File: src/design/tharness_pkg.sv
// Shared types, bus indices and the address map of the test harness.
// Imported by the bus interface and by every module that uses these definitions.

package tharness_pkg;

  typedef logic [31:0] addr_t;
  typedef logic [31:0] data_t;
  typedef logic [3:0]  be_t;

  // Lower host index wins arbitration
  typedef enum logic {
    Testutil = 1'b0,
    CoreData = 1'b1
  } host_e;

  typedef enum logic {
    Ram         = 1'b0,
    TestutilDev = 1'b1
  } device_e;

  localparam int unsigned NrHosts   = 2;
  localparam int unsigned NrDevices = 2;

  // Test utility register window of 1 kB
  localparam addr_t TestutilBase = 32'h0002_0000;
  localparam addr_t TestutilMask = 32'h0000_03FF;

  localparam addr_t HaltOffs     = 32'h0;
  localparam addr_t SigBeginOffs = 32'h4;
  localparam addr_t SigEndOffs   = 32'h8;

  typedef enum logic [1:0] {
    Idle,
    Issue,
    Wait,
    Done
  } testutil_state_e;

endpackage

File: src/design/mem_bus_if.sv
// One request/grant/read-valid bus link between a host and the xbar,
// or between the xbar and a device.

`timescale 1ns/1ns

interface mem_bus_if;

  import tharness_pkg::*;

  logic  req;
  logic  gnt;
  addr_t addr;
  logic  we;
  be_t   be;
  data_t wdata;
  logic  rvalid;
  data_t rdata;
  logic  err;

  modport host (
    output req, addr, we, be, wdata,
    input  gnt, rvalid, rdata, err
  );

  // Grant comes from the device side of a link
  modport device (
    input  req, addr, we, be, wdata,
    output gnt, rvalid, rdata, err
  );

endinterface

File: src/design/testutil.sv
// Test utility with a register window for the signature bounds and halt,
// plus a host engine that reads the signature range and streams it out.

`timescale 1ns/1ns

module testutil (
  input  logic                clk_i,
  input  logic                arst_n_i,
  mem_bus_if.device           dev,
  mem_bus_if.host             host,
  output logic                sig_valid_o,
  output tharness_pkg::data_t sig_data_o,
  output logic                done_o
);

  import tharness_pkg::*;

  testutil_state_e state_q;
  testutil_state_e state_d;
  addr_t           sig_begin_q;
  addr_t           sig_end_q;
  addr_t           cur_addr_q;
  addr_t           next_addr;
  addr_t           dev_offs;
  logic            dev_wr;
  logic            start;
  logic            reg_hit;
  data_t           reg_rdata;
  logic            dev_rvalid_q;
  logic            dev_err_q;
  data_t           dev_rdata_q;

  assign dev_offs = dev.addr & TestutilMask;
  assign dev_wr   = dev.req && dev.we;
  assign dev.gnt  = dev.req;

  always_comb begin
    reg_hit   = 1'b1;
    reg_rdata = '0;
    case (dev_offs)
      HaltOffs:     reg_rdata = {31'b0, state_q == Done};
      SigBeginOffs: reg_rdata = sig_begin_q;
      SigEndOffs:   reg_rdata = sig_end_q;
      default:      reg_hit   = 1'b0;
    endcase
  end

  // Halt only counts while the engine is idle
  assign start = dev_wr && (dev_offs == HaltOffs) && (state_q == Idle);

  always_ff @(posedge clk_i or negedge arst_n_i) begin
    if (!arst_n_i) begin
      sig_begin_q  <= '0;
      sig_end_q    <= '0;
      dev_rvalid_q <= 1'b0;
    end else begin
      dev_rvalid_q <= dev.req;
      if (dev_wr && dev_offs == SigBeginOffs) begin
        sig_begin_q <= dev.wdata;
      end
      if (dev_wr && dev_offs == SigEndOffs) begin
        sig_end_q <= dev.wdata;
      end
    end
  end

  always_ff @(posedge clk_i) begin
    if (dev.req) begin
      dev_err_q   <= !reg_hit;
      dev_rdata_q <= dev.we ? '0 : reg_rdata;
    end
  end

  assign dev.rvalid = dev_rvalid_q;
  assign dev.rdata  = dev_rdata_q;
  assign dev.err    = dev_err_q;

  assign next_addr = cur_addr_q + addr_t'(4);

  // Dump engine with one word in flight at a time
  always_comb begin
    state_d = state_q;
    case (state_q)
      Idle:    if (start) state_d = (sig_begin_q >= sig_end_q) ? Done : Issue;
      Issue:   if (host.gnt) state_d = Wait;
      Wait:    if (host.rvalid) state_d = (next_addr >= sig_end_q) ? Done : Issue;
      Done:    state_d = Done;
      default: state_d = Idle;
    endcase
  end

  always_ff @(posedge clk_i or negedge arst_n_i) begin
    if (!arst_n_i) begin
      state_q    <= Idle;
      cur_addr_q <= '0;
    end else begin
      state_q <= state_d;
      if (start) begin
        cur_addr_q <= sig_begin_q;
      end else if (state_q == Wait && host.rvalid) begin
        cur_addr_q <= next_addr;
      end
    end
  end

  assign host.req   = (state_q == Issue);
  assign host.addr  = cur_addr_q;
  assign host.we    = 1'b0;
  assign host.be    = '1;
  assign host.wdata = '0;

  // Strobe in the cycle the word comes back
  assign sig_valid_o = (state_q == Wait) && host.rvalid;
  assign sig_data_o  = host.rdata;
  assign done_o      = (state_q == Done);

endmodule

File: src/flat_wrapper.sv
// flat-port wrapper written by rule: the top's interface ports become plain ports
module testutil_flat import tharness_pkg::*;
  (clk_i, arst_n_i, sig_valid_o, sig_data_o, done_o, dev_req, dev_addr, dev_we, dev_be, dev_wdata, dev_gnt, dev_rvalid, dev_rdata, dev_err, host_req, host_addr, host_we, host_be, host_wdata, host_gnt, host_rvalid, host_rdata, host_err);
  mem_bus_if dev_i ();
  mem_bus_if host_i ();
  input  logic clk_i;
  input  logic arst_n_i;
  output logic sig_valid_o;
  output tharness_pkg::data_t sig_data_o;
  output logic done_o;
  input wire logic [$bits(dev_i.req)-1:0] dev_req;
  input wire logic [$bits(dev_i.addr)-1:0] dev_addr;
  input wire logic [$bits(dev_i.we)-1:0] dev_we;
  input wire logic [$bits(dev_i.be)-1:0] dev_be;
  input wire logic [$bits(dev_i.wdata)-1:0] dev_wdata;
  output wire logic [$bits(dev_i.gnt)-1:0] dev_gnt;
  output wire logic [$bits(dev_i.rvalid)-1:0] dev_rvalid;
  output wire logic [$bits(dev_i.rdata)-1:0] dev_rdata;
  output wire logic [$bits(dev_i.err)-1:0] dev_err;
  output wire logic [$bits(host_i.req)-1:0] host_req;
  output wire logic [$bits(host_i.addr)-1:0] host_addr;
  output wire logic [$bits(host_i.we)-1:0] host_we;
  output wire logic [$bits(host_i.be)-1:0] host_be;
  output wire logic [$bits(host_i.wdata)-1:0] host_wdata;
  input wire logic [$bits(host_i.gnt)-1:0] host_gnt;
  input wire logic [$bits(host_i.rvalid)-1:0] host_rvalid;
  input wire logic [$bits(host_i.rdata)-1:0] host_rdata;
  input wire logic [$bits(host_i.err)-1:0] host_err;
  assign dev_i.req = dev_req;
  assign dev_i.addr = dev_addr;
  assign dev_i.we = dev_we;
  assign dev_i.be = dev_be;
  assign dev_i.wdata = dev_wdata;
  assign dev_gnt = dev_i.gnt;
  assign dev_rvalid = dev_i.rvalid;
  assign dev_rdata = dev_i.rdata;
  assign dev_err = dev_i.err;
  assign host_req = host_i.req;
  assign host_addr = host_i.addr;
  assign host_we = host_i.we;
  assign host_be = host_i.be;
  assign host_wdata = host_i.wdata;
  assign host_i.gnt = host_gnt;
  assign host_i.rvalid = host_rvalid;
  assign host_i.rdata = host_rdata;
  assign host_i.err = host_err;
  testutil u_core (.clk_i(clk_i), .arst_n_i(arst_n_i), .dev(dev_i), .host(host_i), .sig_valid_o(sig_valid_o), .sig_data_o(sig_data_o), .done_o(done_o));
endmodule
File: config.mk
export PLATFORM = sky130hd
export DESIGN_NAME = testutil_flat
export DESIGN_NICKNAME = d
export VERILOG_FILES = /design/src/design/tharness_pkg.sv /design/src/design/mem_bus_if.sv /design/src/design/testutil.sv /design/src/flat_wrapper.sv
export SDC_FILE = /design/constraint.sdc
export NUM_CORES = 1
export LEC_CHECK = 0
export ABC_AREA = 1
export BUFFER_PORTS_ARGS = -buffer_cell sky130_fd_sc_hd__buf_2
export CORE_ASPECT_RATIO = 0.8
export CORE_MARGIN = 2
export CORE_UTILIZATION = 57
export DETAILED_ROUTE_END_ITERATION = 6
export HOLD_SLACK_MARGIN = 0.12
export PLACE_DENSITY = 0.86
export SYNTH_ARGS = -nofsm -noshare
export SYNTH_HDL_FRONTEND = slang
export SYNTH_SLANG_ARGS = --single-unit
File: constraint.sdc
create_clock -name clk_i -period 3.9 [get_ports clk_i]
set_input_delay 0.78 -clock clk_i [delete_from_list [all_inputs] [get_ports clk_i]]
set_output_delay 0.78 -clock clk_i [all_outputs]
set_load 0.005 [all_outputs]
; ---- Yosys cells after proc, flatten, opt, wreduce, memory -nomap -nowiden
; Index checks and enable logic that the tools add are counted.
[totals]
ff_bits = 132
in_bits = 107
wordCells = 40
[classes]
addsub = 1
magnitude_cmp = 2
n_eq_ne = 8
muxes = 10
reduce_logical = 12
[ops]
columns = op, count
row1 = 32-bit case mux with 3 select lines, 1
row2 = 32-bit >= comparator, 2
row3 = 32-bit two-way mux, 2
row4 = "32-bit by 3-bit adder with 32-bit output, second input constant", 1
row5 = 32-bit logical NOT, 1
row6 = "10-bit by 3-bit == test with 1-bit output, second input constant", 1
row7 = "10-bit by 4-bit == test with 1-bit output, second input constant", 1
row8 = 2-bit two-way mux, 5
row9 = 2-bit case mux with 4 select lines, 1
row10 = 1-bit logical AND, 6
row11 = "2-bit == test, second input constant", 2
row12 = "2-bit by 1-bit inequality test with 1-bit output, second input constant", 2
row13 = 3-bit AND reduction, 1
row14 = 3-bit OR reduction, 1
row15 = "2-bit by 1-bit == test with 1-bit output, second input constant", 1
row16 = 2-bit logical NOT, 1
row17 = "2-bit inequality test, second input constant", 1
row18 = 2-bit nonzero test, 1
row19 = 1-bit logical NOT, 1
row20 = 1-bit two-way mux, 1

; ---- Logic depth before layout (Yosys ltp)
; Gate-level depths: netlist of the first run.
[depth]
ltp_word = 5
mapped_depth = 19

; ---- Least setup slack after synthesis of the first run
; Ideal clock, no wire load.
[synth_path]
path_type = register to register
startpoint = register u_core.cur_addr_q[8], in the netlist u_core.host.addr[8]
endpoint = register u_core.state_q[1]
setup_ns = 0.117
t_arrival_ns = 2.250
required_ns = 3.783
path_slack_ns = 1.532
stages_incl_launch_ff = 20
path_buffers = 0
cell_sequence = dfrtp_1 > inv_1 > nor3_1 > nand2_1 > nor2_1 > nand3_1 > nand2_1 > inv_1 > or2_2 > ha_1 > a21oi_1 > nor2_1 > nor2_1 > nand2_1 > nor2_1 > nand2_1 > nand2_1 > nand2_1 > nand3_1 > nand2_1
[synth_via]
elab_chain_len = 5
[synth_rtl]
columns = item, line_no
row1 = from (decl), testutil.sv:22  ; addr_t cur_addr_q;
row2 = from (signal assigned), testutil.sv:99  ; cur_addr_q <= sig_begin_q;
row3 = from (signal assigned), testutil.sv:101  ; cur_addr_q <= next_addr;
row4 = 32-bit by 3-bit adder with 32-bit output, testutil.sv:78  ; assign next_addr = cur_addr_q + addr_t'(4);
row5 = 32-bit >= comparator, testutil.sv:86  ; Wait: if (host.rvalid) state_d = (next_addr >= sig_end_q) ? Done : Issue;
row6 = 2-bit two-way mux (2 in series), testutil.sv:86
row7 = 2-bit case mux with 4 select lines, testutil.sv:83  ; case (state_q)
row8 = to (signal assigned), testutil.sv:94  ; state_q <= Idle;
row9 = to (signal assigned), testutil.sv:97  ; state_q <= state_d;
row10 = to (decl), testutil.sv:18  ; testutil_state_e state_q;
; No other way between the ends. The select of a mux whose other input is x is not followed.
; A chain may end at the register's enable or synchronous reset.

; ---- Final worst setup path of the first run
[layout_path]
startpoint = register u_core.state_q[1]
endpoint = output sig_valid_o
[layout_via]
elab_chain_len = 2
[layout_rtl]
columns = item, line_no
row1 = 2-bit == test, testutil.sv:113  ; assign sig_valid_o = (state_q == Wait) && host.rvalid;
row2 = 1-bit logical AND, testutil.sv:113
row3 = to (decl), flat_wrapper.sv:8  ; output logic sig_valid_o;
; No other way between the ends.

==> impl_results.md, run 1 <==
* Diode count at 0
* Most frequent cells in the layout: nand2_1, inv_1, buf_2
* FF-to-FF path depth at 16
* DR top layer: met4
* Setup ws final at 0.940 ns
* Leak at 4.85 nW
* First-pass GRT wire length at 34800 microns
* Post-synth EDFFs at 33
* Crit Path Category: register to output pin
* Most common flop cell mapped by yosys: dfrtp_1
* Max clock buf depth at 2
* Area Overhead vs Synth at 10.7%
* I/O Buffers at 117
* Slew Limit Fails at 0
* Design Area, Final at 9520 sq um
* Pre-CTS WS at 0.847 ns
* MaxCap Viol Count at 0
* Die width at 141 microns
* CP Launch Type: register
* CTS hold repair buffers at 0
* Number of global-route vias before repair at 7043
* I/O pin count at 246
* Max-Slew Margin vs Limit at 0.395
* Worst-case clock skew at 0.00894 ns
* First-pass DRT Iterations at 7
* Post-synthesis sequential element count at 132
* Synthesized cell area at 8600 sq um
* Total CTS buffers at 17
* Minimum clock period at 2.96 ns
* Vias per std cell at 5.39
* Routed Antenna Nets at 0
* HPWL after DPL at 15400 microns
* Register-to-register setup slack at 1.06 ns
* Setup Fix Bufs, Post-CTS at 0
* Die area at 16100 sq um
* Tot Pwr at 0.00402 W
* DR WL met2 at 9520 microns
* Unrepaired setup endpoints after global routing: false
* Met3 wire length at 1730 microns
* CTS tree: yes
* Wirelength per Cell at 15.4 microns
* Hold Path Class: primary input to async pin
* Pin count of the biggest net entering global routing at 69
* Crit share post-route at 0.759
* Post-synth cell types at 40
* Number of fill cells at 1241
* Leading cell type in the layout, fill and taps excluded: nand2_1
* Met1 WL at 9500 microns
* Residual DRC count at 0
* GRT Overall Usage at 0.275
* Asr flop ratio synth at 0.750
* Sequential area share after synthesis at 0.403
* Nets at 1357
* Core ar. at 14900 sq um
* Initial DRC Count at 801
* Standard-cell rows at 40
* Clk slew on worst S/H paths at 0.06 ns
* Clk_lat worst skew at 0.43 ns
* Post-cts sizing count at 0
* Post-Syn Instances at 1107
* Final setup fails at 0
* Layout cells sized above 1 at 0.149
* Num Clock Sinks at 132
* Initial antenna violation count at 0
* Synthesized area per cell at 7.77 sq um
* Achievable Freq at 0.338 GHz
* Htree depth at 4
* Crit path capture type: output pin
* Worst EP required at 3.12 ns
* GR Overflow Total at 0
* Hold Violations, Final at 0
* Via Count at 7470
* Yosys warnings at 0
* Starting density of the core at 0.579
* Actual slew at the worst max-slew pin at 0.906 ns
* Crit-path max FO at 17
* TNS Setup at 0 ns
* CP Data Arrival Time at 2.18 ns
* Worst r2r src: u_core.host.addr[16]
* RePlAce Congestion at 0.934
* Placed Area at 8910 sq um
* Status: completed
* Min Hold Slack at 0.477 ns
* Root Buffer: clkbuf_16
* Reg2Reg Capture Point: u_core.state_q[1]
* Total Wirelength at 21400 microns
* PwrDens at 422 nW/um^2
* Worst VDD drop at 0.315 mV
* Die H at 114 microns
registers in the layout, summed over array words and instances (netlist names):
register            count
u_core.dev.rdata       32
u_core.host.addr       32
u_core.sig_begin_q     32
u_core.sig_end_q       32
u_core.state_q          2
u_core.dev.err          1
u_core.dev.rvalid       1
through the flow:
| stage | cells | utilization |
|---|---|---|
| floorplan | 1142 | - |
| global placement | 1354 | 0.599 |
| detailed placement | 1354 | 0.599 |
| CTS | 1386 | 0.640 |
| global route | 1386 | 0.640 |
| finish | 1386 | 0.640 |
worst max-delay path by stage:
stage	to	slack, ns	cells past startpoint	start
final	sig_valid_o	0.94	5	u_core.state_q[1]
after global routing	u_core.state_q[1]	0.75	16	u_core.host.addr[16]
after CTS	sig_valid_o	0.93	5	u_core.state_q[1]
after detailed placement	u_core.sig_begin_q[29]	0.85	8	dev_addr[9]
after global placement	u_core.sig_begin_q[0]	0.98	8	dev_addr[9]
after floorplan	u_core.state_q[1]	1.53	19	u_core.host.addr[8]
layout make-up:
| class | count | area [sq um] | share of cell area |
|---|---|---|---|
| clock buffer | 23 | 488 | 0.0513 |
| clock inverter | 9 | 125 | 0.0131 |
| inverter | 136 | 510 | 0.0536 |
| multi-input combinational | 772 | 4040 | 0.425 |
| sequential | 132 | 3470 | 0.364 |
| tap | 189 | 236 | 0.0248 |
| timing repair buffer | 125 | 648 | 0.0681 |
metal layers:
metal	vias to the layer above	GRT usage
li1	3604	-
met1	3508	0.380
met2	311	0.423
met3	47	0.0621
met4	0	0.111
met5	-	0
critical path, stage by stage (launching register included):
cell and delay [ns]:
dfrtp_1 0.46, inv_1 0.08, nor2_1 0.13, inv_1 0.12, nor2_2 0.70, buf_2 0.26
synth_stat cells, drive strengths merged (3+ instances only):
| library cell | instances | area [sq um] |
|---|---|---|
| nand2 | 330 | 1250 |
| nand3 | 75 | 393 |
| dfrtp | 99 | 2480 |
| nor3 | 14 | 109 |
| a21oi | 57 | 285 |
| o211ai | 7 | 52.6 |
| edfxtp | 33 | 991 |
| xor2 | 15 | 131 |
| o21a | 4 | 30.0 |
| buf | 91 | 671 |
| ha | 66 | 826 |
| or2 | 3 | 21.3 |
| nand4 | 11 | 68.8 |
| nor2 | 71 | 294 |
| o21bai | 3 | 22.5 |
| o21ai | 71 | 363 |
| clkbuf | 11 | 41.3 |
| inv | 136 | 510 |
cell families after synthesis:
family / Yosys count / synth area share
AO/OA/AOI/OAI: 144 / 0.0893
XOR/XNOR: 15 / 0.0153
adder cells (fa/ha/maj): 66 / 0.0960
buffers and inverters: 238 / 0.142
flip-flops: 132 / 0.403
other: 2 / 0.000873
AND/OR/NAND/NOR: 510 / 0.253
power breakdown:
group	internal (W)	switching (W)
Clock	0.00107	0.000594
Sequential	0.00149	0.000103
Combinational	0.000284	0.000486
Total	0.00284	0.00118
Power figures use the tool's default switching activity.
==> inputs of run 2 (changes only) <==
CORE_UTILIZATION = 53   (was 57)
PLACE_DENSITY = 0.81   (was 0.86)
clock period = 2.8 ns   (was 3.9 ns; I/O delays follow)
==> run 2 against run 1 <==
Against the previous run:
- cell area up 2.1%
- routed wire length fell by 0.96%
- register-to-register slack got worse by 0.86 ns
- utilization decreased by 2.5 points
- cell count grew 2.8%
- die area grew 7.3%
- critical path depth rose by 12
- power is 38% higher
==> impl_results.md, run 2 (synthesis gave the netlist of run 1 again) <==
* Min Hold Slack at 0.151 ns (-0.327 ns)
* Most frequent cells in the layout: nand2_1, inv_1, buf_2
* Routed Antenna Nets at 0 (unchanged)
* Core ar. at 15800 sq um (+6.3%)
* GRT Overall Usage at 0.257 (-0.0181)
* Initial antenna violation count at 0 (unchanged)
* Via Count at 7435 (-0.47%)
* Root Buffer: clkbuf_16
* Die width at 146 microns (+3.6%)
* Minimum clock period at 2.60 ns
* Clk slew on worst S/H paths at 0.06 ns (about the same)
* Max clock buf depth at 2 (unchanged)
* CTS tree: yes
* Unrepaired setup endpoints after global routing: false
* Hold Path Class: primary input to async pin
* Status: completed
* Hold Violations, Final at 0 (unchanged)
* Pin count of the biggest net entering global routing at 65 (-5.8%)
* Crit Path Category: register to register
* Leading cell type in the layout, fill and taps excluded: nand2_1
* Crit-path max FO at 7 (-10)
* Worst-case clock skew at 0.00584 ns (-0.00310 ns)
* Htree depth at 4 (unchanged)
* Final setup fails at 0 (unchanged)
* Residual DRC count at 0 (unchanged)
* Crit path capture type: register
* GR Overflow Total at 0 (unchanged)
* TNS Setup at 0 ns (unchanged)
* HPWL after DPL at 15500 microns (+0.82%)
* Clk_lat worst skew at 0.43 ns (about the same)
* I/O Buffers at 117 (unchanged)
* CP Data Arrival Time at 2.91 ns (+0.73 ns)
* Standard-cell rows at 41 (+2.5%)
* Slew Limit Fails at 0 (unchanged)
* Layout cells sized above 1 at 0.171 (+0.0224)
* First-pass DRT Iterations at 5 (-2)
* Crit share post-route at 0.928
* Area Overhead vs Synth at 13.0%
* Worst VDD drop at 0.422 mV (+34%)
* Max-Slew Margin vs Limit at 0.532 (+0.137)
* Number of global-route vias before repair at 7219 (+2.5%)
* Worst EP required at 3.11 ns (about the same)
* Total Wirelength at 21100 microns (-0.96%)
* Wirelength per Cell at 14.8 microns (-3.7%)
* Num Clock Sinks at 132 (unchanged)
* Diode count at 0 (unchanged)
* Leak at 4.93 nW (+1.6%)
* CP Launch Type: register
* PwrDens at 570 nW/um^2 (+35%)
* Actual slew at the worst max-slew pin at 0.701 ns (-0.205 ns)
* Nets at 1372 (+1.1%)
* Vias per std cell at 5.22 (-3.2%)
* Die H at 118 microns (+3.6%)
* Starting density of the core at 0.544 (-0.0343)
* CTS hold repair buffers at 0 (unchanged)
* Initial DRC Count at 680 (-15%)
* Total CTS buffers at 17 (unchanged)
* Die area at 17300 sq um (+7.3%)
* MaxCap Viol Count at 0 (unchanged)
* Achievable Freq at 0.385 GHz
* I/O pin count at 246 (unchanged)
* First-pass GRT wire length at 35200 microns (+0.97%)
* RePlAce Congestion at 0.936 (+0.29%)
-- run 2: changes by cell type in the layout (fill, tap and decap cells not counted), moves of 3 or more --
cell,previous run,this run
buf_4,9,22
nor2_1,64,60
clkbuf_8,4,1
dfrtp_1,99,96
dfrtp_2,0,3
nor2_2,5,8
-- run 2: worst paths after layout --
check | from | slack [ns] | cells after the start | endpoint
hold / removal | arst_n_i | 0.15 | 1 | u_core.sig_end_q[21]
setup / recovery | u_core.host.addr[2] | 0.20 | 17 | u_core.state_q[1]
setup reg to reg | u_core.host.addr[2] | 0.20 | 17 | u_core.state_q[1]
hold reg to reg | u_core.sig_end_q[1] | 0.51 | 2 | u_core.sig_end_q[1]
min in group clk_i | dev_wdata[1] | 0.39 | 3 | u_core.sig_begin_q[1]
max in group asynchronous | arst_n_i | 1.93 | 2 | u_core.host.addr[3]
-- run 2: repair_timing --
action | 4_1_cts | 5_1_grt
resized for setup | 0 | 20
buffers inserted | 0 | 3
setup endpoints to repair | 0 | 1
-- run 2: metrics by stage --
stage                     setup WS, ns  utilization  instances  total power, W  instance area (sq um)
final                            0.202        0.615       1425         0.00554                   9720
after global routing           0.00566        0.615       1425         0.00584                   9720
after CTS                       0.0972        0.610       1422         0.00555                   9640
after detailed placement         0.122        0.573       1392         0.00331                   9050
after global placement           0.182        0.573       1392         0.00328                   9050
after floorplan                  0.432            -       1142         0.00296                   8730
-- run 2: layout make-up --
cell class                 count  area [sq um]
clock inverter                10           135
multi-input combinational    772          4100
sequential                   132          3470
clock buffer                  20           447
tap                          215           269
timing repair buffer         140           786
inverter                     136           510
fill                        1373          6080
-- run 2: where the power goes --
group | switching (W) | leakage [nW] | internal [W] | total (W)
Sequential | 0.000141 | 1.70 | 0.00208 | 0.00222
Combinational | 0.000686 | 2.95 | 0.000413 | 0.00110
Clock | 0.000823 | 0.274 | 0.00141 | 0.00223
-- run 2: per-layer routing --
metal,up-vias,GRT usage,routed length (microns)
met1,3458,0.352,9530
met5,-,0,0
met2,295,0.385,9260
met4,0,0.107,585
li1,3640,-,-
met3,42,0.0698,1770
-- run 2: worst max-delay path, stage by stage, from the launching register on --
cell	delay, ns
dfrtp_2	0.42
ha_1	0.20
nand2_1	0.07
nor2_2	0.21
nand3_1	0.19
nor2_2	0.23
nand3_1	0.09
nand2_1	0.10
inv_1	0.05
ha_1	0.26
nand2_1	0.08
o21ai_0	0.09
nand2_1	0.07
nand2_1	0.08
a21oi_1	0.13
nand2_1	0.08
nand3_1	0.07
nand2_1	0.05
