## config.mk

```make
export PLATFORM = sky130hd
export DESIGN_NAME = bus_xbar_flat
export DESIGN_NICKNAME = d
export VERILOG_FILES = /design/src/design/tharness_pkg.sv /design/src/design/mem_bus_if.sv /design/src/design/bus_xbar.sv /design/src/flat_wrapper.sv
export SDC_FILE = /design/constraint.sdc
export NUM_CORES = 1
export LEC_CHECK = 0
export BUFFER_PORTS_ARGS = -buffer_cell sky130_fd_sc_hd__buf_2
export CAP_MARGIN = 20
export CORE_AREA = 2 2 163 165
export CTS_CLUSTER_SIZE = 25
export DETAILED_ROUTE_END_ITERATION = 16
export DIE_AREA = 0 0 165 167
export PLACE_DENSITY = 0.45
export SYNTH_ARGS = -nofsm -noshare
export SYNTH_HDL_FRONTEND = slang
export SYNTH_SLANG_ARGS = --single-unit
```

## constraint.sdc

```tcl
create_clock -name clk_i -period 1.8 [get_ports clk_i]
set_input_delay 0.09 -clock clk_i [delete_from_list [all_inputs] [get_ports clk_i]]
set_output_delay 0.09 -clock clk_i [all_outputs]
set_load 0.01 [all_outputs]
```

## src/design/tharness_pkg.sv

```systemverilog
// Shared types, bus indices and the address map of the test harness.
// Imported by the bus interface and by every module that uses these definitions.

package tharness_pkg;

  typedef logic [31:0] addr_t;
  typedef logic [31:0] data_t;
  typedef logic [3:0]  be_t;

  // Lower host index wins arbitration
  typedef enum logic {
    Testutil = 1'b0,
    CoreData = 1'b1
  } host_e;

  typedef enum logic {
    Ram         = 1'b0,
    TestutilDev = 1'b1
  } device_e;

  localparam int unsigned NrHosts   = 2;
  localparam int unsigned NrDevices = 2;

  // Test utility register window of 1 kB
  localparam addr_t TestutilBase = 32'h0002_0000;
  localparam addr_t TestutilMask = 32'h0000_03FF;

  localparam addr_t HaltOffs     = 32'h0;
  localparam addr_t SigBeginOffs = 32'h4;
  localparam addr_t SigEndOffs   = 32'h8;

  typedef enum logic [1:0] {
    Idle,
    Issue,
    Wait,
    Done
  } testutil_state_e;

endpackage

```

## src/design/mem_bus_if.sv

```systemverilog
// One request/grant/read-valid bus link between a host and the xbar,
// or between the xbar and a device.

`timescale 1ns/1ns

interface mem_bus_if;

  import tharness_pkg::*;

  logic  req;
  logic  gnt;
  addr_t addr;
  logic  we;
  be_t   be;
  data_t wdata;
  logic  rvalid;
  data_t rdata;
  logic  err;

  modport host (
    output req, addr, we, be, wdata,
    input  gnt, rvalid, rdata, err
  );

  // Grant comes from the device side of a link
  modport device (
    input  req, addr, we, be, wdata,
    output gnt, rvalid, rdata, err
  );

endinterface

```

## src/design/bus_xbar.sv

```systemverilog
// Two-host, two-device bus with fixed-priority arbitration and address decode.
// Responses come back one cycle after the grant; unmapped addresses get err.

`timescale 1ns/1ns

module bus_xbar #(
  parameter int unsigned RamWords = 1024
) (
  input  logic      clk_i,
  input  logic      arst_n_i,
  mem_bus_if.device host_0,
  mem_bus_if.device host_1,
  mem_bus_if.host   dev_0,
  mem_bus_if.host   dev_1
);

  import tharness_pkg::*;

  localparam addr_t RamMask = addr_t'(RamWords * 4 - 1);

  logic [NrHosts-1:0]   host_req;
  logic [NrDevices-1:0] dev_gnt;
  logic [NrDevices-1:0] dev_rvalid;
  host_e                win_host;
  addr_t                req_addr;
  logic                 req_we;
  be_t                  req_be;
  data_t                req_wdata;
  logic                 ram_hit;
  logic                 tu_hit;
  logic                 miss;
  device_e              sel_dev;
  logic                 dev_ready;
  logic                 accept;
  logic                 rsp_pending_q;
  logic                 rsp_miss_q;
  host_e                rsp_host_q;
  device_e              rsp_dev_q;
  logic                 rsp_rvalid;

  assign host_req[Testutil] = host_0.req;
  assign host_req[CoreData] = host_1.req;
  assign dev_gnt[Ram]            = dev_0.gnt;
  assign dev_gnt[TestutilDev]    = dev_1.gnt;
  assign dev_rvalid[Ram]         = dev_0.rvalid;
  assign dev_rvalid[TestutilDev] = dev_1.rvalid;

  // Test utility always wins
  assign win_host = host_req[Testutil] ? Testutil : CoreData;

  always_comb begin
    if (win_host == Testutil) begin
      req_addr  = host_0.addr;
      req_we    = host_0.we;
      req_be    = host_0.be;
      req_wdata = host_0.wdata;
    end else begin
      req_addr  = host_1.addr;
      req_we    = host_1.we;
      req_be    = host_1.be;
      req_wdata = host_1.wdata;
    end
  end

  assign ram_hit = (req_addr & ~RamMask) == '0;
  assign tu_hit  = (req_addr & ~TestutilMask) == TestutilBase;
  assign miss    = !ram_hit && !tu_hit;
  assign sel_dev = tu_hit ? TestutilDev : Ram;

  // A miss is granted too and answered locally
  assign dev_ready = miss || dev_gnt[sel_dev];
  assign accept    = (|host_req) && dev_ready;

  assign host_0.gnt = host_req[Testutil] && dev_ready;
  assign host_1.gnt = (win_host == CoreData) && host_req[CoreData] && dev_ready;

  assign dev_0.req   = (|host_req) && ram_hit;
  assign dev_0.addr  = req_addr;
  assign dev_0.we    = req_we;
  assign dev_0.be    = req_be;
  assign dev_0.wdata = req_wdata;
  assign dev_1.req   = (|host_req) && tu_hit;
  assign dev_1.addr  = req_addr;
  assign dev_1.we    = req_we;
  assign dev_1.be    = req_be;
  assign dev_1.wdata = req_wdata;

  // Routing for the response in the next cycle
  always_ff @(posedge clk_i or negedge arst_n_i) begin
    if (!arst_n_i) begin
      rsp_pending_q <= 1'b0;
      rsp_miss_q    <= 1'b0;
      rsp_host_q    <= Testutil;
      rsp_dev_q     <= Ram;
    end else begin
      rsp_pending_q <= accept;
      if (accept) begin
        rsp_miss_q <= miss;
        rsp_host_q <= win_host;
        rsp_dev_q  <= sel_dev;
      end
    end
  end

  assign rsp_rvalid = rsp_pending_q && (rsp_miss_q || dev_rvalid[rsp_dev_q]);

  assign host_0.rvalid = rsp_rvalid && (rsp_host_q == Testutil);
  assign host_1.rvalid = rsp_rvalid && (rsp_host_q == CoreData);

  always_comb begin
    if (rsp_miss_q) begin
      host_0.rdata = '0;
      host_0.err   = 1'b1;
    end else if (rsp_dev_q == TestutilDev) begin
      host_0.rdata = dev_1.rdata;
      host_0.err   = dev_1.err;
    end else begin
      host_0.rdata = dev_0.rdata;
      host_0.err   = dev_0.err;
    end
  end

  assign host_1.rdata = host_0.rdata;
  assign host_1.err   = host_0.err;

endmodule

```

## src/flat_wrapper.sv

```systemverilog
// flat-port wrapper written by rule: the top's interface ports become plain ports
module bus_xbar_flat import tharness_pkg::*;
#(
  parameter int unsigned RamWords = 1024
)
  (clk_i, arst_n_i, host_0_req, host_0_addr, host_0_we, host_0_be, host_0_wdata, host_0_gnt, host_0_rvalid, host_0_rdata, host_0_err, host_1_req, host_1_addr, host_1_we, host_1_be, host_1_wdata, host_1_gnt, host_1_rvalid, host_1_rdata, host_1_err, dev_0_req, dev_0_addr, dev_0_we, dev_0_be, dev_0_wdata, dev_0_gnt, dev_0_rvalid, dev_0_rdata, dev_0_err, dev_1_req, dev_1_addr, dev_1_we, dev_1_be, dev_1_wdata, dev_1_gnt, dev_1_rvalid, dev_1_rdata, dev_1_err);
  mem_bus_if host_0_i ();
  mem_bus_if host_1_i ();
  mem_bus_if dev_0_i ();
  mem_bus_if dev_1_i ();
  input  logic clk_i;
  input  logic arst_n_i;
  input wire logic [$bits(host_0_i.req)-1:0] host_0_req;
  input wire logic [$bits(host_0_i.addr)-1:0] host_0_addr;
  input wire logic [$bits(host_0_i.we)-1:0] host_0_we;
  input wire logic [$bits(host_0_i.be)-1:0] host_0_be;
  input wire logic [$bits(host_0_i.wdata)-1:0] host_0_wdata;
  output wire logic [$bits(host_0_i.gnt)-1:0] host_0_gnt;
  output wire logic [$bits(host_0_i.rvalid)-1:0] host_0_rvalid;
  output wire logic [$bits(host_0_i.rdata)-1:0] host_0_rdata;
  output wire logic [$bits(host_0_i.err)-1:0] host_0_err;
  input wire logic [$bits(host_1_i.req)-1:0] host_1_req;
  input wire logic [$bits(host_1_i.addr)-1:0] host_1_addr;
  input wire logic [$bits(host_1_i.we)-1:0] host_1_we;
  input wire logic [$bits(host_1_i.be)-1:0] host_1_be;
  input wire logic [$bits(host_1_i.wdata)-1:0] host_1_wdata;
  output wire logic [$bits(host_1_i.gnt)-1:0] host_1_gnt;
  output wire logic [$bits(host_1_i.rvalid)-1:0] host_1_rvalid;
  output wire logic [$bits(host_1_i.rdata)-1:0] host_1_rdata;
  output wire logic [$bits(host_1_i.err)-1:0] host_1_err;
  output wire logic [$bits(dev_0_i.req)-1:0] dev_0_req;
  output wire logic [$bits(dev_0_i.addr)-1:0] dev_0_addr;
  output wire logic [$bits(dev_0_i.we)-1:0] dev_0_we;
  output wire logic [$bits(dev_0_i.be)-1:0] dev_0_be;
  output wire logic [$bits(dev_0_i.wdata)-1:0] dev_0_wdata;
  input wire logic [$bits(dev_0_i.gnt)-1:0] dev_0_gnt;
  input wire logic [$bits(dev_0_i.rvalid)-1:0] dev_0_rvalid;
  input wire logic [$bits(dev_0_i.rdata)-1:0] dev_0_rdata;
  input wire logic [$bits(dev_0_i.err)-1:0] dev_0_err;
  output wire logic [$bits(dev_1_i.req)-1:0] dev_1_req;
  output wire logic [$bits(dev_1_i.addr)-1:0] dev_1_addr;
  output wire logic [$bits(dev_1_i.we)-1:0] dev_1_we;
  output wire logic [$bits(dev_1_i.be)-1:0] dev_1_be;
  output wire logic [$bits(dev_1_i.wdata)-1:0] dev_1_wdata;
  input wire logic [$bits(dev_1_i.gnt)-1:0] dev_1_gnt;
  input wire logic [$bits(dev_1_i.rvalid)-1:0] dev_1_rvalid;
  input wire logic [$bits(dev_1_i.rdata)-1:0] dev_1_rdata;
  input wire logic [$bits(dev_1_i.err)-1:0] dev_1_err;
  assign host_0_i.req = host_0_req;
  assign host_0_i.addr = host_0_addr;
  assign host_0_i.we = host_0_we;
  assign host_0_i.be = host_0_be;
  assign host_0_i.wdata = host_0_wdata;
  assign host_0_gnt = host_0_i.gnt;
  assign host_0_rvalid = host_0_i.rvalid;
  assign host_0_rdata = host_0_i.rdata;
  assign host_0_err = host_0_i.err;
  assign host_1_i.req = host_1_req;
  assign host_1_i.addr = host_1_addr;
  assign host_1_i.we = host_1_we;
  assign host_1_i.be = host_1_be;
  assign host_1_i.wdata = host_1_wdata;
  assign host_1_gnt = host_1_i.gnt;
  assign host_1_rvalid = host_1_i.rvalid;
  assign host_1_rdata = host_1_i.rdata;
  assign host_1_err = host_1_i.err;
  assign dev_0_req = dev_0_i.req;
  assign dev_0_addr = dev_0_i.addr;
  assign dev_0_we = dev_0_i.we;
  assign dev_0_be = dev_0_i.be;
  assign dev_0_wdata = dev_0_i.wdata;
  assign dev_0_i.gnt = dev_0_gnt;
  assign dev_0_i.rvalid = dev_0_rvalid;
  assign dev_0_i.rdata = dev_0_rdata;
  assign dev_0_i.err = dev_0_err;
  assign dev_1_req = dev_1_i.req;
  assign dev_1_addr = dev_1_i.addr;
  assign dev_1_we = dev_1_i.we;
  assign dev_1_be = dev_1_i.be;
  assign dev_1_wdata = dev_1_i.wdata;
  assign dev_1_i.gnt = dev_1_gnt;
  assign dev_1_i.rvalid = dev_1_rvalid;
  assign dev_1_i.rdata = dev_1_rdata;
  assign dev_1_i.err = dev_1_err;
  bus_xbar #(.RamWords(RamWords)) u_core (.clk_i(clk_i), .arst_n_i(arst_n_i), .host_0(host_0_i), .host_1(host_1_i), .dev_0(dev_0_i), .dev_1(dev_1_i));
endmodule
```

== After elaboration in Yosys (flattened, before gate mapping) ==
Cells that the tools add are included.

* Register bits after elaboration: 4
* Word-level logic and storage cells: 38
* Output and inout port bits: 210
* Bits of input ports: 212

* Mux-type cells: 14
* Magnitude comparators: 2
* Reductions and logical operators: 16
* Bitwise logic cells: 1
* Eq/ne operators: 1

{| class="wikitable"
|+ Operators by type and width
! operator !! count
|-
| 32-bit two-way mux || 4
|-
| 32-bit zero test || 1
|-
| 22-bit by 8-bit equality test with 1-bit output (second input constant) || 1
|-
| 1-bit logical AND || 10
|-
| 1-bit two-way mux || 9
|-
| 1-bit by 2-bit less-than comparator with 1-bit output (second input constant) || 2
|-
| 4-bit two-way mux || 1
|-
| 1-bit zero test || 2
|-
| 1-bit logical OR || 2
|-
| 2-bit OR reduction || 1
|-
| 1-bit NOT || 1
|}

== Depth between registers and ports, before layout ==
Gate-level depths: netlist of the first run.

* Depth after elaboration: 7
* Mapped depth: 6

== Worst setup path after synthesis of the first run ==
No wires, ideal clock.

* Path kind: reg-to-output
* From: reg u_core.rsp_dev_q
* To: out host_1_rdata[24]
* Setup slack: 0.103 ns
* Required time: 1.710 ns
* Arrival time: 1.607 ns
* Path buffers: 3
* Cell stages (with the launch flop): 6
* Cells stage by stage: dfrtp_1 clkbuf_1 buf_1 mux2i_1 nor2_1 buf_4

* Longest elaborated chain between the ends: 2

{| class="wikitable"
|+ Ends and longest elaborated chain
! what !! line !! source
|-
| start: declaration || bus_xbar.sv:38 || <nowiki>device_e rsp_dev_q;</nowiki>
|-
| start signal: assignment || bus_xbar.sv:94 || <nowiki>rsp_dev_q <= Ram;</nowiki>
|-
| start signal: assignment || bus_xbar.sv:100 || <nowiki>rsp_dev_q <= sel_dev;</nowiki>
|-
| 32-bit two-way mux || bus_xbar.sv:114 || <nowiki>end else if (rsp_dev_q == TestutilDev) begin</nowiki>
|-
| 32-bit two-way mux || bus_xbar.sv:111 || <nowiki>if (rsp_miss_q) begin</nowiki>
|-
| end: declaration || flat_wrapper.sv:29 || <nowiki>output wire logic [$bits(host_1_i.rdata)-1:0] host_1_rdata;</nowiki>
|}

No other way between the ends.

== Final worst setup path of the first run ==
* From: in host_0_addr[29]
* To: out host_0_gnt

* Longest elaborated chain between the ends: 7
* Elaborated cells on any way between the ends: 11

{| class="wikitable"
|+ Ends and longest elaborated chain
! what !! line !! source
|-
| start: declaration || flat_wrapper.sv:14 || <nowiki>input wire logic [$bits(host_0_i.addr)-1:0] host_0_addr;</nowiki>
|-
| 32-bit two-way mux (*) || bus_xbar.sv:52 || <nowiki>if (win_host == Testutil) begin</nowiki>
|-
| 22-bit by 8-bit equality test with 1-bit output || bus_xbar.sv:66 || <nowiki>assign tu_hit = (req_addr & ~TestutilMask) == TestutilBase;</nowiki>
|-
| 1-bit two-way mux || bus_xbar.sv:68 || <nowiki>assign sel_dev = tu_hit ? TestutilDev : Ram;</nowiki>
|-
| 1-bit two-way mux (not written as such) (2 in a row) || bus_xbar.sv:71 || <nowiki>assign dev_ready = miss || dev_gnt[sel_dev];</nowiki>
|-
| 1-bit logical OR (*) || bus_xbar.sv:71 ||
|-
| 1-bit logical AND (*) || bus_xbar.sv:74 || <nowiki>assign host_0.gnt = host_req[Testutil] && dev_ready;</nowiki>
|-
| end: declaration || flat_wrapper.sv:18 || <nowiki>output wire logic [$bits(host_0_i.gnt)-1:0] host_0_gnt;</nowiki>
|}

Every way passes the cells marked *; elsewhere a longest branch is shown, timed or not. The select of a mux whose other input is x is not followed.

==> impl_metrics.yaml, run 1 <==
synth:
  synth_area_per_cell_um2: 8.13
  ys_seq_area_share_pct: 4.06
  synth-seq-cells: 4
  synthCells: 303
  synth_fp_nets: 515
  synth_area_um2: 2460
  yosys_warnings: 0
  synth_cell_types: 35
clock_tree:
  clkSlewWorstSetupHoldPaths_ns: 0.03
  htreeDepth: 1
  cts_buffer_depth: 2
  root_buffer: "clkbuf_16"
  cts_tree: "yes"
  cts_made_buffers: 3
  clk_latency_ns: 0.22
  clkSinkCount: 4
sta:
  rsz0062_at_grt: "true"
  drv_slew: 0
  max_freq_ghz: 0.565
  fin_crit_sh_pct: 98.3
  clock_skew_ns: 0
  period_needed_ns: 1.77
  tightest_slew_ns: 0.602
  setup_violations: 0
  hold_viol_final: 0
  maxSlewHeadroom_pct: 59.9
  setup_ws_ns: 0.0304
layout:
  nNetsFinal: 839
  register_area_um2: 101
  num_antenna_cells: 0
  final_area_um2: 4470
  area_growth_pct: 81.4
  layout-drive-gt1-share_pct: 82.9
  fillers: 2969
  multi_input_area_um2: 1580
pwr:
  irDropWorstVdd_uv: 207
  leakage_nw: 2.40
  p_per_area_nw_per_um2: 340
run:
  max_cap_viol_count: 0
placed_design:
  place.gp.congestion: 0.809
  dpl_cell_area_um2: 4260
  portBuffers: 421
  pre_cts_slack_ns: -0.275
  dpl.hpwl_um: 13200
worst_setup_path:
  worst_setup_path_start_kind: "input port"
  slowest_stage: "or4b_1"
  crit_arrival_ns: 1.68
  cp_max_fo: 4
  worst-path-buf-inv: 3
  crit_family: "simple AND/OR/NAND/NOR gates"
  cpPeakStageDelay_ns: 0.51
  crit_type: "in -> out"
  crit_required_ns: 1.71
  crit_chain: "buf_6 -> or4b_1 -> o22a_1 -> a2111oi_4 -> buf_4 -> nand2_1 -> and2_1 -> buf_2"
  crit_path_end_kind: "output pin"
floorplan:
  fp.dieH_um: 167
  core_area_um2: 25800
  die_x_um: 165
  die_area_um2: 27600
  rows: 59
  io_pins: 422
  start_util_pct: 9.56
global_routing:
  grt.total_usage_pct: 9.18
  grt_pass1_wl_um: 18800
  grt_max_degree: 51
  antenna_found_initial: 6
  grt-ovfl-total: 0
  grt_pass1_vias: 3090
drt:
  drt-initial-drc-count: 67
  dr.pass1.iters: 4
  route.detailed.drc: 0
  vias: 3322
  antenna_left: 0
  viasPerCell: 3.46
  wl_per_cell_um: 14.8
  drt-total-wl_um: 14200
run_status:
  run_status: "finished, final reports clean"
min_path:
  hold_class: "in -> reg"
-- power breakdown --
part	switching [mW]	internal (mW)
logic	0.528	0.542
registers	0.00162	0.0945
clock network	0.0625	0.292
total	0.593	0.929
-- synthesized netlist by cell type --
master	n	area share, %
inv_1	1	0.15
buf_4	102	31
nor2_1	39	5.9
buf_2	8	1.6
o21ai_1	2	0.41
or3_1	1	0.25
buf_1	1	0.15
a21boi_1	2	0.61
a2bb2oi_1	1	0.36
nand3b_1	1	0.30
a21oi_1	1	0.20
dfrtp_1	4	4.1
nand2_1	3	0.46
or4_1	1	0.30
mux2_1	1	0.46
o22ai_1	1	0.25
a211o_1	1	0.36
a22oi_1	1	0.30
mux2_2	69	32
a31oi_1	1	0.25
mux2i_1	32	13
a2111oi_4	1	1.1
nor4_1	5	1.3
o21ai_0	3	0.61
and2_1	1	0.25
o22a_1	1	0.36
nor3_1	2	0.41
nand3_1	1	0.20
nor4b_1	1	0.36
o21bai_1	1	0.30
clkbuf_1	8	1.2
or4b_1	1	0.41
nor2b_1	3	0.76
o2111ai_1	1	0.36
nor3b_1	1	0.30
-- what timing repair did --
action | 4_1_cts | 5_1_grt
hold endpoints to repair | 4 | 0
hold buffers | 1 | 0
buffers inserted | 3 | 1
setup endpoints to repair | 4 | 4
pin swaps | 2 | 1
resized for setup | 9 | 9
gates cloned | 0 | 0
-- cells in the final DEF (no fill, tap or decap), types with 2 or more instances in the layout --
| master | n |
|---|---|
| mux2_2 | 69 |
| buf_8 | 2 |
| nand2_1 | 3 |
| dfrtp_1 | 3 |
| nor4_2 | 2 |
| nor2_1 | 39 |
| buf_6 | 4 |
| mux2i_1 | 32 |
| buf_4 | 13 |
| buf_2 | 417 |
| o21ai_1 | 2 |
| clkbuf_16 | 3 |
| o21ai_0 | 3 |
| nor4_1 | 3 |
| nor2b_1 | 3 |
-- tightest hold or removal path: stages --
cell	delay, ns
buf_2	0.10
nor2_1	0.08
a21oi_1	0.11
-- cell families after synthesis --
family                 Yosys count  synth area share (%)
buffers and inverters          120                  34.2
flip-flops                       4                  4.06
AND/OR/NAND/NOR                 60                  11.2
AO/OA/AOI/OAI                   17                  5.49
multiplexers                   102                  45.0
-- flip-flops by register name, summed over array words and instances, names as in the netlist --
name / count
u_core.rsp_miss_q: 1
u_core.rsp_host_q: 1
u_core.rsp_dev_q: 1
u_core.rsp_pending_q: 1
-- path summary, 6_finish.rpt --
kind / from / endpoint / slack [ns] / cells past startpoint
min in group asynchronous: arst_n_i / u_core.rsp_pending_q / 0.22 / 2
max in group asynchronous: arst_n_i / u_core.rsp_dev_q / 1.45 / 2
worst max register to register: u_core.rsp_dev_q / u_core.rsp_dev_q / 0.69 / 3
worst min register to register: u_core.rsp_dev_q / u_core.rsp_dev_q / 0.58 / 2
worst max-delay path: host_0_addr[29] / host_0_gnt / 0.03 / 8
worst min-delay path: host_1_req / u_core.rsp_pending_q / 0.21 / 3
-- layer usage --
metal,wire [um],GRT usage [%],vias up,share of wire [%]
li1,-,-,1592,-
met1,5670,11.3,1486,40
met2,7190,17.2,228,51
met3,1280,1.62,10,9.0
met4,34,0.340,6,0.24
met5,45,0,-,0.32
-- final cells by class --
class,count,area share [%]
Inverter,1,0.0840
Multi-Input combinational cell,179,35.3
Timing Repair Buffer,438,51.2
Sequential cell,4,2.27
Clock buffer,4,1.76
Tap cell,335,9.38
-- through the flow --
stage               hold WS (ns)  cells  util (%)  total power, mW  TNS [ns]
floorplan                 -0.206    303         -            0.747         0
global placement         -0.0914    952      16.5             1.15     -1.41
detailed placement       -0.0899    952      16.5             1.15     -1.10
CTS                        0.209    960      17.1             1.53         0
global route               0.253    961      17.3             1.63    -0.108
finish                     0.205    961      17.3             1.52         0
(Power assumes the default switching activity.)
==> run 2, diff against run 1 <==
--- a/config.mk
+++ b/config.mk
@@ -7,11 +7,12 @@
 export LEC_CHECK = 0
 export BUFFER_PORTS_ARGS = -buffer_cell sky130_fd_sc_hd__buf_2
 export CAP_MARGIN = 20
-export CORE_AREA = 2 2 163 165
+export CORE_AREA = 2 2 164 166
 export CTS_CLUSTER_SIZE = 25
 export DETAILED_ROUTE_END_ITERATION = 16
-export DIE_AREA = 0 0 165 167
-export PLACE_DENSITY = 0.45
+export DIE_AREA = 0 0 166 168
+export GPL_ROUTABILITY_DRIVEN = 1
+export PLACE_DENSITY = 0.46
 export SYNTH_ARGS = -nofsm -noshare
 export SYNTH_HDL_FRONTEND = slang
 export SYNTH_SLANG_ARGS = --single-unit
==> constraint.sdc (replaced) <==
create_clock -name clk_i -period 1.45 [get_ports clk_i]
set_input_delay 0.0725 -clock clk_i [delete_from_list [all_inputs] [get_ports clk_i]]
set_output_delay 0.0725 -clock clk_i [all_outputs]
set_load 0.01 [all_outputs]
==> run 2 against run 1 <==
The run now ends with negative setup slack left. Cell area up 7.3%. Clock-buffer cell count unchanged. Largest power group unchanged. Via count up 5.1%. Combinational power up 29%. Clock power up 25%. Critical path type unchanged. Die area up 1.2%. Global-route usage up 0.86 points. Sequential share of layout area down 0.15 points. Routed wire length up 8.3%. Sequential cell count unchanged. Highest routed layer is now met4.
==> impl_metrics.yaml, run 2 (synthesized netlist as in run 1, its figures left out) <==
layout:
  post_layout_nonfiller_instances: 992
  fillers: 3004
  final_area_um2: 4790
  layout-drive-gt1-share_pct: 84.8
  area_growth_pct: 94.6
  layout_commonest_cell: "buf_2"
  register_area_um2: 101
  multi_input_area_um2: 1620
  nNetsFinal: 864
  layout_common_cells: "414 x buf_2, 68 x mux2_2, 38 x nor2_1, 30 x mux2i_1, 30 x buf_4"
  num_antenna_cells: 0
  fin_util_pct: 18.2
pwr:
  leakage_nw: 2.56
  power_mw: 1.95
  irDropWorstVdd_uv: 220
  p_per_area_nw_per_um2: 407
drt:
  wl_per_cell_um: 15.5
  drt-total-wl_um: 15400
  dr.max_layer_used: "met4"
  routed-wl-met3_um: 1080
  routedLengthMet1_um: 6620
  route.detailed.drc: 0
  antenna_left: 0
  vias: 3491
  dr.pass1.iters: 4
  drt-initial-drc-count: 72
  viasPerCell: 3.52
  wl_met2_um: 7610
global_routing:
  antenna_found_initial: 3
  grt_pass1_vias: 3335
  grt.total_usage_pct: 10.0
  grt_max_degree: 34
  grt_pass1_wl_um: 21000
  grt-ovfl-total: 0
floorplan:
  start_util_pct: 9.35
  rows: 60
  die_x_um: 166
  die_area_um2: 27900
  core_area_um2: 26400
  io_pins: 422
  fp.dieH_um: 168
run_status:
  violations: "negative setup slack"
  run_status: "complete, but fails checks"
sta:
  rsz0062_at_grt: "true"
  setup_violations: 27
  maxSlewHeadroom_pct: 72.0
  setup_ws_ns: -0.329
  max_freq_ghz: 0.562
  clock_skew_ns: 0
  fin_setup_tns_ns: -2.30
  period_needed_ns: 1.78
  drv_slew: 0
  hold_viol_final: 0
  tightest_slew_ns: 0.420
  hold_ws_ns: 0.195
  fin_crit_sh_pct: 123
clock_tree:
  clkSinkCount: 4
  root_buffer: "clkbuf_16"
  clkSlewWorstSetupHoldPaths_ns: 0.03
  htreeDepth: 1
  cts_tree: "yes"
  clk_latency_ns: 0.23
  cts_buffer_depth: 2
  cts_made_buffers: 3
worst_setup_path:
  worst_setup_path_start_kind: "input port"
  slowest_stage: "or4b_4"
  cp_max_fo: 4
  crit_required_ns: 1.38
  crit_path_end_kind: "output pin"
  crit_chain: "buf_6 -> or4b_4 -> o22a_1 -> a2111oi_4 -> nand2_1 -> and2_4 -> buf_6"
  cpPeakStageDelay_ns: 0.55
  crit_path_frequent_cell: "buf_6"
  crit_type: "in -> out"
  crit_arrival_ns: 1.71
placed_design:
  dpl.hpwl_um: 13800
  pre_cts_slack_ns: -0.459
  dpl_cell_area_um2: 4460
  portBuffers: 421
  place.gp.congestion: 0.828
  place_inst: 980
run:
  max_cap_viol_count: 0
min_path:
  hold_class: "in -> reg"
-- run 2: cell types whose count changed in the layout (fill, tap and decap cells not counted), sizes merged --
cell	previous run	this run
clkbuf	4	5
buf	437	461
-- run 2: final timing paths --
path,start,to,slack (ns),depth (start not counted)
hold / removal,host_1_req,u_core.rsp_miss_q,0.19,3
setup reg to reg,u_core.rsp_dev_q,u_core.rsp_dev_q,-0.06,6
max in group asynchronous,arst_n_i,u_core.rsp_dev_q,1.11,2
min in group asynchronous,arst_n_i,u_core.rsp_pending_q,0.21,2
hold reg to reg,u_core.rsp_host_q,u_core.rsp_host_q,0.61,1
setup / recovery,host_0_addr[21],host_0_gnt,-0.33,7
-- run 2: repair_timing --
item / 4_1_cts / 5_1_grt
resized for setup: 37 / 11
hold buffers: 1 / 0
endpoints found under the setup margin: 74 / 74
buffers inserted: 11 / 3
pin swaps: 15 / 12
cloned: 0 / 1
endpoints found under the hold margin: 4 / 0
-- run 2: final cells by class --
type,count,area share [%]
sequential,4,2.11
inverter,1,0.0783
timing repair buffer,463,53.5
tap,341,8.90
clock buffer,4,1.64
multi-input combinational,179,33.8
-- run 2: routing by layer --
metal / GRT usage, % / vias to the layer above
met3: 1.53 / 6
met2: 18.0 / 245
met5: 0 / -
met1: 12.9 / 1590
li1: - / 1650
met4: 1.40 / 0
-- run 2: where the power goes --
group	internal (mW)	total (mW)	switching (mW)
sequential	0.117	0.124	0.00691
combinational	0.704	1.38	0.681
clock	0.363	0.443	0.0794
-- run 2: worst max-delay path: cells and delay by family --
family          cells  cell delay [ns]
simple gates        3             0.85
buf+inv             2             0.20
compound gates      2             0.58
